==> src/logic/cpu_pkg.sv <==
// Processor definitions
`default_nettype none

package cpu_pkg;

   // ##############################
   // widths and reset
   // ##############################

   localparam int REG_W = 8; // the A and X registers are one byte wide.
   localparam int PC_W  = 16;

   typedef logic [PC_W-1:0]  addr_t;
   typedef logic [REG_W-1:0] byte_t;

   localparam addr_t RESET_VECTOR = 16'h0444; // first opcode fetch address.

   // ##############################
   // opcodes
   // ##############################

   // any byte not listed here runs as a one-byte no-operation.
   typedef enum logic [7:0] {
      OP_LDA_IMM  = 8'hA9,
      OP_LDX_IMM  = 8'hA2,
      OP_LDA_ABSX = 8'hBD,
      OP_INX      = 8'hE8,
      OP_JMP_ABS  = 8'h4C,
      OP_BNE      = 8'hD0,
      OP_STA_ABS  = 8'h8D
   } opcode_e;

   // ##############################
   // execute unit states
   // ##############################

   typedef enum logic [2:0] {
      IDLE,    // waiting for an opcode.
      OPERAND, // immediate byte or absolute word in flight.
      INDEXED, // second read at word plus X.
      WRITE,   // store strobe in flight.
      FINISH   // one cycle before inst_done.
   } exec_state_e;

endpackage

`default_nettype wire

==> src/logic/mem_pkg.sv <==
// Memory bus definitions
`default_nettype none

package mem_pkg;

   localparam int ADDR_W = 16;
   localparam int DATA_W = 8;

   // a word read returns the byte at addr in the low half and addr+1 in the high half.
   typedef enum logic [1:0] {
      RD_BYTE,
      RD_WORD,
      WR_BYTE
   } req_kind_e;

endpackage

`default_nettype wire

==> src/logic/mem_req_if.sv <==
// Memory request channel
`default_nettype none
`timescale 1ns/1ps

interface mem_req_if import mem_pkg::*; ();

   logic                  req;   // held until ack is seen.
   req_kind_e             kind;
   logic [ADDR_W-1:0]     addr;
   logic [DATA_W-1:0]     wdata;
   logic                  ack;   // one cycle pulse.
   logic [2*DATA_W-1:0]   rdata;

   modport requester (
      output req,
      output kind,
      output addr,
      output wdata,
      input  ack,
      input  rdata
   );

   modport master (
      input  req,
      input  kind,
      input  addr,
      input  wdata,
      output ack,
      output rdata
   );

endinterface

`default_nettype wire

==> src/logic/bus_master.sv <==
// External bus master
`default_nettype none
`timescale 1ns/1ps

module bus_master import mem_pkg::*; (
   input  wire                clk,
   input  wire                reset_n,
   mem_req_if.master          fetch,
   mem_req_if.master          data,
   output logic [ADDR_W-1:0]  bus_addr,
   input  wire  [DATA_W-1:0]  rd_data,
   output logic               rd_req,
   input  wire                rd_ack,
   output logic [DATA_W-1:0]  wr_data,
   output logic               wr_enable
);

   typedef enum logic [2:0] {
      BM_IDLE,
      BM_BYTE,
      BM_WORD_L,
      BM_WORD_GAP,
      BM_WORD_H
   } bm_state_e;

   bm_state_e             state;
   logic                  grant_fetch;  // which requester owns the cycle in flight.
   logic                  fetch_ack;
   logic                  data_ack;
   logic [2*DATA_W-1:0]   rdata_q;

   logic                  pick_fetch;
   logic                  pick_valid;
   req_kind_e             pick_kind;
   logic [ADDR_W-1:0]     pick_addr;
   logic [DATA_W-1:0]     pick_wdata;

   // ##############################
   // arbitration
   // ##############################

   // no grant while an ack is out, since the requester still holds req in that cycle.
   assign pick_fetch = fetch.req; // fetch wins over data.
   assign pick_valid = (fetch.req | data.req) & ~(fetch_ack | data_ack);
   assign pick_kind  = pick_fetch ? fetch.kind  : data.kind;
   assign pick_addr  = pick_fetch ? fetch.addr  : data.addr;
   assign pick_wdata = pick_fetch ? fetch.wdata : data.wdata;

   assign fetch.ack   = fetch_ack;
   assign fetch.rdata = rdata_q;
   assign data.ack    = data_ack;
   assign data.rdata  = rdata_q;

   // ##############################
   // bus cycles
   // ##############################

   always_ff @(posedge clk) begin
      fetch_ack <= 1'b0;
      data_ack  <= 1'b0;
      wr_enable <= 1'b0;
      if (!reset_n) begin
         state       <= BM_IDLE;
         rd_req      <= 1'b0;
         grant_fetch <= 1'b0;
      end else begin
         case (state)
            BM_IDLE: begin
               if (pick_valid) begin
                  grant_fetch <= pick_fetch;
                  bus_addr    <= pick_addr;
                  if (pick_kind == WR_BYTE) begin
                     wr_data   <= pick_wdata; // the strobe carries its own ack.
                     wr_enable <= 1'b1;
                     fetch_ack <= pick_fetch;
                     data_ack  <= ~pick_fetch;
                  end else begin
                     rd_req <= 1'b1;
                     state  <= (pick_kind == RD_WORD) ? BM_WORD_L : BM_BYTE;
                  end
               end
            end
            BM_BYTE: begin
               if (rd_ack) begin
                  rdata_q   <= {{DATA_W{1'b0}}, rd_data};
                  rd_req    <= 1'b0;
                  fetch_ack <= grant_fetch;
                  data_ack  <= ~grant_fetch;
                  state     <= BM_IDLE;
               end
            end
            BM_WORD_L: begin
               if (rd_ack) begin
                  rdata_q[DATA_W-1:0] <= rd_data;
                  rd_req              <= 1'b0; // one idle cycle between the two bytes.
                  state               <= BM_WORD_GAP;
               end
            end
            BM_WORD_GAP: begin
               bus_addr <= bus_addr + 16'd1;
               rd_req   <= 1'b1;
               state    <= BM_WORD_H;
            end
            BM_WORD_H: begin
               if (rd_ack) begin
                  rdata_q[2*DATA_W-1:DATA_W] <= rd_data;
                  rd_req    <= 1'b0;
                  fetch_ack <= grant_fetch;
                  data_ack  <= ~grant_fetch;
                  state     <= BM_IDLE;
               end
            end
            default: state <= BM_IDLE;
         endcase
      end
   end

endmodule

`default_nettype wire

==> src/logic/exec_unit.sv <==
// Instruction execute unit
`default_nettype none
`timescale 1ns/1ps

module exec_unit import mem_pkg::*, cpu_pkg::*; (
   input  wire          clk,
   input  wire          reset_n,
   mem_req_if.requester data,
   input  wire          opcode_valid,
   input  wire byte_t   opcode,
   input  wire addr_t   pc,
   output logic         inst_done,
   output addr_t        pc_next
);

   exec_state_e   state;
   opcode_e       op_q;
   opcode_e       dec_op;
   logic          req_q;
   req_kind_e     kind_q;
   addr_t         addr_q;
   byte_t         wdata_q;

   byte_t         reg_a;
   byte_t         reg_x;
   logic          flag_z;

   byte_t         inx_x;
   byte_t         rd_byte;
   addr_t         branch_pc;

   assign data.req   = req_q;
   assign data.kind  = kind_q;
   assign data.addr  = addr_q;
   assign data.wdata = wdata_q;

   assign dec_op    = opcode_e'(opcode);
   assign inx_x     = reg_x + 8'd1;
   assign rd_byte   = data.rdata[7:0];
   assign branch_pc = pc + 16'd2 + {{8{rd_byte[7]}}, rd_byte}; // signed offset from pc+2.

   // ##############################
   // execute FSM
   // ##############################

   always_ff @(posedge clk) begin
      inst_done <= 1'b0;
      if (!reset_n) begin
         state  <= IDLE;
         req_q  <= 1'b0;
         reg_a  <= '0;
         reg_x  <= '0;
         flag_z <= 1'b0;
      end else begin
         case (state)
            IDLE: begin
               if (opcode_valid) begin
                  op_q   <= dec_op;
                  addr_q <= pc + 16'd1;
                  case (dec_op)
                     OP_LDA_IMM, OP_LDX_IMM: begin
                        req_q  <= 1'b1;
                        kind_q <= RD_BYTE;
                        state  <= OPERAND;
                     end
                     OP_LDA_ABSX, OP_JMP_ABS, OP_STA_ABS: begin
                        req_q  <= 1'b1;
                        kind_q <= RD_WORD;
                        state  <= OPERAND;
                     end
                     OP_BNE: begin
                        if (!flag_z) begin
                           req_q  <= 1'b1; // only a taken branch reads its offset.
                           kind_q <= RD_BYTE;
                           state  <= OPERAND;
                        end else begin
                           pc_next <= pc + 16'd2;
                           state   <= FINISH;
                        end
                     end
                     OP_INX: begin
                        reg_x   <= inx_x;
                        flag_z  <= (inx_x == 8'h00);
                        pc_next <= pc + 16'd1;
                        state   <= FINISH;
                     end
                     default: begin
                        pc_next <= pc + 16'd1;
                        state   <= FINISH;
                     end
                  endcase
               end
            end
            OPERAND: begin
               if (data.ack) begin
                  req_q <= 1'b0;
                  state <= FINISH;
                  case (op_q)
                     OP_LDA_IMM: begin
                        reg_a   <= rd_byte;
                        flag_z  <= (rd_byte == 8'h00);
                        pc_next <= pc + 16'd2;
                     end
                     OP_LDX_IMM: begin
                        reg_x   <= rd_byte;
                        flag_z  <= (rd_byte == 8'h00);
                        pc_next <= pc + 16'd2;
                     end
                     OP_JMP_ABS: pc_next <= data.rdata;
                     OP_LDA_ABSX: begin
                        kind_q <= RD_BYTE;
                        addr_q <= data.rdata + {8'h00, reg_x}; // wraps at 16 bits.
                        state  <= INDEXED;
                     end
                     OP_STA_ABS: begin
                        kind_q  <= WR_BYTE;
                        addr_q  <= data.rdata;
                        wdata_q <= reg_a;
                        pc_next <= pc + 16'd3;
                        state   <= WRITE;
                     end
                     default: pc_next <= branch_pc;
                  endcase
               end
            end
            // req was dropped after the operand ack and goes up again here.
            INDEXED, WRITE: begin
               if (!req_q) begin
                  req_q <= 1'b1;
               end else if (data.ack) begin
                  req_q <= 1'b0;
                  state <= FINISH;
                  if (state == INDEXED) begin
                     reg_a   <= rd_byte;
                     flag_z  <= (rd_byte == 8'h00);
                     pc_next <= pc + 16'd3;
                  end
               end
            end
            FINISH: begin
               inst_done <= 1'b1;
               state     <= IDLE;
            end
            default: state <= IDLE;
         endcase
      end
   end

endmodule

`default_nettype wire

==> src/logic/fetch_sequencer.sv <==
// Opcode fetch sequencer
`default_nettype none
`timescale 1ns/1ps

module fetch_sequencer import mem_pkg::*, cpu_pkg::*; (
   input  wire          clk,
   input  wire          reset_n,
   mem_req_if.requester fetch,
   output logic         opcode_valid,
   output byte_t        opcode,
   output addr_t        pc,
   input  wire          inst_done,
   input  wire addr_t   pc_next
);

   typedef enum logic [1:0] {
      F_BOOT,  // first cycle out of reset.
      F_FETCH, // opcode read in flight.
      F_WAIT   // instruction executing.
   } fetch_state_e;

   fetch_state_e   state;
   logic           req_q;
   addr_t          addr_q;

   // opcode fetches are always single byte reads.
   assign fetch.req   = req_q;
   assign fetch.kind  = RD_BYTE;
   assign fetch.addr  = addr_q;
   assign fetch.wdata = '0;

   // ##############################
   // sequencing
   // ##############################

   always_ff @(posedge clk) begin
      opcode_valid <= 1'b0;
      if (!reset_n) begin
         state <= F_BOOT;
         pc    <= RESET_VECTOR;
         req_q <= 1'b0;
      end else begin
         case (state)
            F_BOOT: begin
               req_q  <= 1'b1;
               addr_q <= pc;
               state  <= F_FETCH;
            end
            F_FETCH: begin
               if (fetch.ack) begin
                  req_q        <= 1'b0;
                  opcode       <= fetch.rdata[7:0];
                  opcode_valid <= 1'b1; // one cycle strobe to the execute unit.
                  state        <= F_WAIT;
               end
            end
            F_WAIT: begin
               if (inst_done) begin
                  pc     <= pc_next;
                  req_q  <= 1'b1; // next fetch goes straight out at the new pc.
                  addr_q <= pc_next;
                  state  <= F_FETCH;
               end
            end
            default: state <= F_BOOT;
         endcase
      end
   end

endmodule

`default_nettype wire

==> src/logic/mini6502_top.sv <==
// Test processor top level
`default_nettype none
`timescale 1ns/1ps

module mini6502_top import mem_pkg::*; (
   input  wire                clk,
   input  wire                reset_n,
   output logic [ADDR_W-1:0]  bus_addr,
   input  wire  [DATA_W-1:0]  rd_data,
   output logic               rd_req,
   input  wire                rd_ack,
   output logic [DATA_W-1:0]  wr_data,
   output logic               wr_enable
);

   mem_req_if fetch_req ();
   mem_req_if data_req ();

   logic                opcode_valid;
   logic [DATA_W-1:0]   opcode;
   logic [ADDR_W-1:0]   pc;
   logic                inst_done;
   logic [ADDR_W-1:0]   pc_next;

   bus_master bus_master_inst (
      .clk       (clk),
      .reset_n   (reset_n),
      .fetch     (fetch_req),
      .data      (data_req),
      .bus_addr  (bus_addr),
      .rd_data   (rd_data),
      .rd_req    (rd_req),
      .rd_ack    (rd_ack),
      .wr_data   (wr_data),
      .wr_enable (wr_enable)
   );

   fetch_sequencer fetch_sequencer_inst (
      .clk          (clk),
      .reset_n      (reset_n),
      .fetch        (fetch_req),
      .opcode_valid (opcode_valid),
      .opcode       (opcode),
      .pc           (pc),
      .inst_done    (inst_done),
      .pc_next      (pc_next)
   );

   exec_unit exec_unit_inst (
      .clk          (clk),
      .reset_n      (reset_n),
      .data         (data_req),
      .opcode_valid (opcode_valid),
      .opcode       (opcode),
      .pc           (pc),
      .inst_done    (inst_done),
      .pc_next      (pc_next)
   );

endmodule

`default_nettype wire

==> config.mk <==
export PLATFORM = sky130hd
export DESIGN_NAME = mini6502_top
export DESIGN_NICKNAME = d
export VERILOG_FILES = /design/src/logic/cpu_pkg.sv /design/src/logic/mem_pkg.sv /design/src/logic/mem_req_if.sv /design/src/logic/bus_master.sv /design/src/logic/exec_unit.sv /design/src/logic/fetch_sequencer.sv /design/src/logic/mini6502_top.sv
export SDC_FILE = /design/constraint.sdc
export NUM_CORES = 1
export LEC_CHECK = 0
export ABC_AREA = 1
export BUFFER_PORTS_ARGS = -buffer_cell sky130_fd_sc_hd__buf_4
export CORE_ASPECT_RATIO = 1.2
export CORE_MARGIN = 10
export CORE_UTILIZATION = 35
export DETAILED_ROUTE_END_ITERATION = 8
export PLACE_DENSITY_LB_ADDON = 0.25
export SYNTH_ARGS = -nofsm -noshare
export SYNTH_HDL_FRONTEND = slang
export SYNTH_SLANG_ARGS = --single-unit
==> constraint.sdc <==
create_clock -name clk -period 6.05 [get_ports clk]
set_clock_uncertainty 0.1 [all_clocks]
set_input_delay 0.3025 -clock clk [delete_from_list [all_inputs] [get_ports clk]]
set_output_delay 0.3025 -clock clk [all_outputs]
set_load 0.1 [all_outputs]
; Word-level counts from Yosys, hierarchy flattened
; Cells that the tools add are included.
[classes]
bitwise = 6
mux = 90
eq_ne = 49
reduce_logical = 45
n_addsub = 7
[ops]
columns = cell, count
row1 = $mux W16, 12
row2 = $pmux W16 S2, 5
row3 = $eq A8 B8 Y1 const B, 10
row4 = $mux W8, 10
row5 = $pmux W16 S4, 1
row6 = $pmux W8 S2, 4
row7 = $pmux W16 S3, 1
row8 = $add A16 B1 Y16 const B, 2
row9 = $add A16 B2 Y16 const B, 2
row10 = $reduce_and A4 Y1, 7
row11 = $mux W3, 9
row12 = $mux W1, 26
row13 = $ne A2 B2 Y1 const B, 12
row14 = $reduce_and A3 Y1, 6
row15 = $add A16 B16 Y16, 1
row16 = $add A16 B8 Y16, 1
row17 = $eq A8 B7 Y1 const B, 2
row18 = $logic_not A8 Y1, 2
row19 = $ne A2 B1 Y1 const B, 8
row20 = $reduce_and A5 Y1, 3
row21 = $mux W2, 7
row22 = $eq A3 B2 Y1 const B, 4
row23 = $pmux W1 S3, 4
row24 = $pmux W2 S3, 2
row25 = other kinds (28), 56
[totals]
inputBits = 11
out_inout_bits = 26
wordCells = 224
regBits = 164

; Depth between registers and ports, before layout
[depth]
word_depth = 6
depth_mapped = 20
mapped_depth_nobuf = 19

; Cells and area by module
; A second synthesis with hierarchy kept.
[hier_totals]
cells_unflattened = 1538
hier_area_um2 = 11096.9
[by_module_without_submodules]
columns = module, instances, seq_area_each_um2, area_each_um2, cells_per_inst
row1 = exec_unit, 1, 1941.9, 6427.4, 979
row2 = bus_master, 1, 1361.3, 2723.9, 340
row3 = fetch_sequencer, 1, 1121.1, 1945.6, 219

; Least setup slack after synthesis
; OpenSTA, ideal clock, no wires.
[synth_timing]
path_type = reg-to-reg
from = register exec_unit_inst.state[2]
to = register exec_unit_inst.pc_next[0] (enable)
setup_time_ps = 409
t_arrival_ps = 2200
period_less_slack_ps = 2710
path_stages_with_launch = 7
required_ps = 5541
n_path_buf = 0
slack_ps = 3340
cell_sequence = dfxtp_1 -> inv_2 -> nand3_1 -> nand2_1 -> o21ai_0 -> o2111ai_1 -> nor3_1
[synth_between]
elab_chain_len = 4
elab_cells_between_ends = 15
classes_between = 11 x eq/ne / 4 x reduce/logical
[synth_rtl]
columns = element, line_no
row1 = start: declaration, exec_unit.sv:16  ; exec_state_e state;
row2 = start signal: assignment, exec_unit.sv:49  ; state <= IDLE;
row3 = start signal: assignment, exec_unit.sv:64  ; state <= OPERAND;
row4 = start signal: assignment, exec_unit.sv:69  ; state <= OPERAND;
row5 = $eq A3 B2 Y1 (on tied branches), "exec_unit.sv:55, exec_unit.sv:133"
row6 = $reduce_or A2 Y1, exec_unit.sv:55  ; case (state)
row7 = $ne A2 B1 Y1 (no line) (tied with other cells), n/a
row8 = $reduce_and A10 Y1 (no line) (*), n/a
row9 = end signal: assignment, exec_unit.sv:77  ; pc_next <= pc + 16'd2;
row10 = end signal: assignment, exec_unit.sv:84  ; pc_next <= pc + 16'd1;
row11 = end signal: assignment, exec_unit.sv:88  ; pc_next <= pc + 16'd1;
row12 = end: declaration, exec_unit.sv:13  ; output addr_t pc_next
; Every way passes the cells marked *; elsewhere a longest branch is shown, timed or not.
; A chain may end at the register's enable or synchronous reset.

; Final worst setup path
[layout_timing]
from = register fetch_sequencer_inst.pc[2]
to = register exec_unit_inst.pc_next[14], data pin
[layout_between]
elab_chain_len = 5
elab_cells_between_ends = 13
classes_between = 4 x add/sub / 9 x mux
[layout_rtl]
columns = element, line_no
row1 = start: declaration, fetch_sequencer.sv:11  ; output addr_t pc,
row2 = start signal: assignment, fetch_sequencer.sv:59  ; pc <= pc_next;
row3 = $add A16 B2 Y16 (on tied branches), n/a
row4 = $add A16 B16 Y16 (tied with other cells), exec_unit.sv:40  ; assign branch_pc = pc + 16'd2 + {{8{rd_byte[7]}}, rd_byte};
row5 = $pmux W16 S4 (tied with other cells), exec_unit.sv:98  ; case (op_q)
row6 = $mux W16 (on tied branches), "exec_unit.sv:95, exec_unit.sv:57, exec_unit.sv:128"
row7 = $pmux W16 S3 (*), exec_unit.sv:55
row8 = end signal: assignment, exec_unit.sv:102  ; pc_next <= pc + 16'd2;
row9 = end signal: assignment, exec_unit.sv:107  ; pc_next <= pc + 16'd2;
row10 = end signal: assignment, exec_unit.sv:109  ; OP_JMP_ABS: pc_next <= data.rdata;
; Every way passes the cells marked *; elsewhere a longest branch is shown, timed or not. The select of a mux whose other input is x is not followed.

==> out/qor.csv <==
stage,metric,value,unit
status,status,"complete, no violations",
worst_setup_path,worst r2r src,fetch_sequencer_inst.pc[2],
worst_setup_path,Worst Path Max Fanout,9,
worst_setup_path,Crit. End Element,register,
cells_and_area,sequential cell area,4420,µm²
global_route,total track usage,0.164,
floorplanning,Core ar.,28900,µm²
worst_setup_path,critical path arrival,3330,ps
synth,Yosys reg bits,164,
global_route,vias in the first global route,8697,
synth,Yosys top cell area share,0.331,
synth,number of enable flip-flop cells after synthesis,114,
worst_setup_path,R2R Path End,exec_unit_inst.pc_next[14],
cells_and_area,ant diodes,0,
floorplanning,IO Pins,37,
drt,Iteration-0 DRC Markers,1015,
cells_and_area,# fillers,2996,
floorplanning,Die H,208,µm
drt,post-route ant nets,0,
timing,setup tns final,0,ps
synth,Syn Area/Cell,7.51,µm²
timing,post-route minimum period,3230,ps
timing,Fin Hold WS,97.0,ps
placement,routability cong.,0.927,
timing,Slew headroom,0.311,
global_route,largest net degree at the start of global routing,51,
clocking,TritonCTS buffer count,17,
floorplanning,# rows,68,
cells_and_area,layout cell share with drive strength beyond 1,0.0836,
clocking,Clock Sinks,164,
drt,Routed WL,30200,µm
worst_setup_path,WP data required,6140,ps
synth,syn_nets,1422,
timing,final cycle utilization of the critical path,0.534,
synth,Synth Instances,1377,
worst_setup_path,CP endpoint,exec_unit_inst.pc_next[14],
power_and_ir_drop,power per cell area,237,nW/µm²
synth,Cell variety after synth,48,
synth,main flop type after synthesis,edfxtp_1,
synth,synth warn,0,
floorplanning,Initial Util,0.358,
timing,RSZ-0062 raised after global routing,false,
clocking,worst skew pair latency,440,ps
timing,fin. max-slew vios,0,
power_and_ir_drop,VDD IR max,143,µV
flow_run,max-cap check violation count,0,
timing,final hold vios,0,
timing,Slew @ Worst Pin,1030,ps
synth,Synth area leaders,"edfxtp_1 (33%), nand2_1 (13%), dfxtp_1 (9.7%), inv_1 (6.0%), nand3_1 (5.8%)",
power_and_ir_drop,leakage dissipation,4.90,nW
timing,final setup fails,0,
drt,via count,9204,
worst_setup_path,CP Launch Type,register,
clocking,"Reg clk slew, reported paths",70,ps
placement,I/O Buffers,36,
synth,Async SR Flop Fraction,0,
worst_setup_path,"reg-to-reg slack, setup",2820,ps
min_path,worst hold path class,in2reg,
worst_setup_path,crit path launch,fetch_sequencer_inst.pc[2],
placement,DP HPWL,23100,µm
global_route,first-pass GRT wire length,47900,µm
floorplanning,die width,177,µm
cells_and_area,multi-input logic area,5090,µm²
drt,DRT Pass-1 Iters,5,
cells_and_area,area grow syn2layout,13.0,%
synth,sequential share of the synthesized area,0.428,
drt,wire length per cell,16.7,µm
clocking,CTS tree,yes,
drt,vias per std cell,5.09,
clocking,maximum clock path buffer count,2,
worst_setup_path,Crit Path Category,reg2reg,
timing,Max Clk Rate,309,MHz
synth,cell area after synthesis,10300,µm²
synth,Yosys top cell by area,edfxtp_1,
floorplanning,die area,36900,µm²
clocking,H-tree levels,4,
clocking,Root Buffer,clkbuf_16,
worst_setup_path,worst-case reg-to-reg path depth,16,
global_route,GRT Residual Overflow,0,
clocking,setup bufs post-CTS,0,
global_route,initial antenna violation count,0,
cells_and_area,Layout Nets,1455,
drt,DRC viols,0,
==> layer usage <==
layer	track usage	share of wire
met5	0	0
met1	0.211	0.45
met3	0.0263	0.056
met2	0.269	0.47
met4	0.0590	0.026
==> logic make-up after synthesis <==
logic type | synth area share
adder cells (fa/ha/maj) | 0.0426
AO/OA/AOI/OAI | 0.115
XOR/XNOR | 0.0457
AND/OR/NAND/NOR | 0.288
buffers and inverters | 0.0809
flip-flops | 0.428
==> stage by stage <==
step / power, W / setup slack (ps) / util / instances / area (µm²)
final: 0.00277 / 2820 / 0.404 / 1808 / 11700
after detailed placement: 0.00164 / 2880 / 0.380 / 1768 / 11000
after floorplan: 0.00155 / 3340 / - / 1377 / 10300
after global placement: 0.00164 / 2920 / 0.380 / 1768 / 11000
after CTS: 0.00279 / 2860 / 0.404 / 1808 / 11700
after global routing: 0.00287 / 2550 / 0.404 / 1808 / 11700
==> synth_stat cells, types with 2 or more instances <==
| cell | n |
|---|---|
| ha_1 | 32 |
| o21ai_0 | 91 |
| a31oi_1 | 4 |
| o221ai_1 | 3 |
| nor2_1 | 128 |
| nor2_4 | 6 |
| a21oi_1 | 82 |
| or2_2 | 8 |
| nor4_1 | 5 |
| buf_1 | 2 |
| buf_2 | 14 |
| o22ai_1 | 4 |
| nand2_1 | 371 |
| o211ai_1 | 9 |
| nor2_2 | 5 |
| clkbuf_1 | 18 |
| o32ai_1 | 2 |
| inv_1 | 165 |
| a22oi_1 | 3 |
| o21ai_2 | 3 |
| inv_2 | 8 |
| buf_4 | 3 |
| nand4_2 | 2 |
| nand3_1 | 120 |
| nand2_2 | 7 |
| a21o_1 | 2 |
| o21a_1 | 3 |
| nor3_1 | 20 |
| nand4_1 | 17 |
| edfxtp_1 | 114 |
| xor2_1 | 42 |
| nor3b_1 | 2 |
| o21ai_1 | 5 |
| nand3b_1 | 2 |
| xnor2_1 | 12 |
| fa_1 | 2 |
| dfxtp_1 | 50 |
==> where the power goes <==
| group | total [W] | switching (W) | leakage, nW | internal [W] |
|---|---|---|---|---|
| logic | 0.000339 | 0.000245 | 3.17 | 0.0000941 |
| registers | 0.00128 | 0.0000454 | 1.44 | 0.00124 |
| clock network | 0.00115 | 0.000483 | 0.292 | 0.000668 |
==> sequential cells by signal, indices dropped and copies added (netlist names), 2 cells and up <==
signal	count
fetch_sequencer_inst.pc	16
exec_unit_inst.state	3
fetch_sequencer_inst.fetch.addr	16
bus_master_inst.wr_data	8
bus_master_inst.data.rdata	16
bus_master_inst.bus_addr	16
exec_unit_inst.data.addr	16
exec_unit_inst.reg_a	8
bus_master_inst.state	3
exec_unit_inst.data.kind	2
exec_unit_inst.op_q	8
exec_unit_inst.reg_x	8
fetch_sequencer_inst.opcode	8
exec_unit_inst.data.wdata	8
exec_unit_inst.pc_next	16
fetch_sequencer_inst.state	2
==> how the worst min path moves through the flow <==
stage	startpoint	end	slack, ps	cells past startpoint
floorplan	rd_data[0]	bus_master_inst.data.rdata[0]	300	0
global placement	exec_unit_inst.reg_a[2]	exec_unit_inst.data.wdata[2]	320	0
detailed placement	exec_unit_inst.reg_a[6]	exec_unit_inst.data.wdata[6]	320	0
CTS	rd_ack	bus_master_inst.data.ack	70	3
global route	rd_ack	bus_master_inst.data.ack	100	3
finish	rd_ack	bus_master_inst.data.ack	100	3
==> critical path, cell delays in order (launching register included) <==
cell and delay, ps:
dfxtp_1 530, ha_1 270, inv_1 90, nor2_1 300, nand2_1 120, xor2_1 410, ha_1 370, nand2_1 120
inv_1 40, nand2_1 70, nand2_1 70, a21oi_1 180, nand2_1 70, nand2_1 60, nand3_1 70, nand3_1 80
nand2_1 50
==> cell usage in the layout (no fill, tap or decap), types with 9 or more instances in the layout <==
cell and count:
ha_1 32, nand4_1 17, clkbuf_16 17, buf_4 45
xnor2_1 12, inv_1 165, dfxtp_1 50, a21oi_1 82
o211ai_1 9, nor3_1 18, nand2_1 371, o21ai_0 91
edfxtp_1 114, nor2_1 128, nand3_1 120, xor2_1 42
==> cell type report <==
| class | count | share of cell area |
|---|---|---|
| Clock inverter | 13 | 0.0148 |
| Inverter | 174 | 0.0559 |
| Sequential cell | 164 | 0.379 |
| Multi-Input combinational cell | 1000 | 0.436 |
| Clock buffer | 19 | 0.0379 |
| Tap cell | 385 | 0.0412 |
| Timing Repair Buffer | 53 | 0.0358 |
==> repair_timing <==
item                                   CTS  global route
gates resized for setup                  0             0
endpoints found under the hold margin    8             0
hold buffers                             8             0
Note: power is estimated with default switching activity, not from simulation.
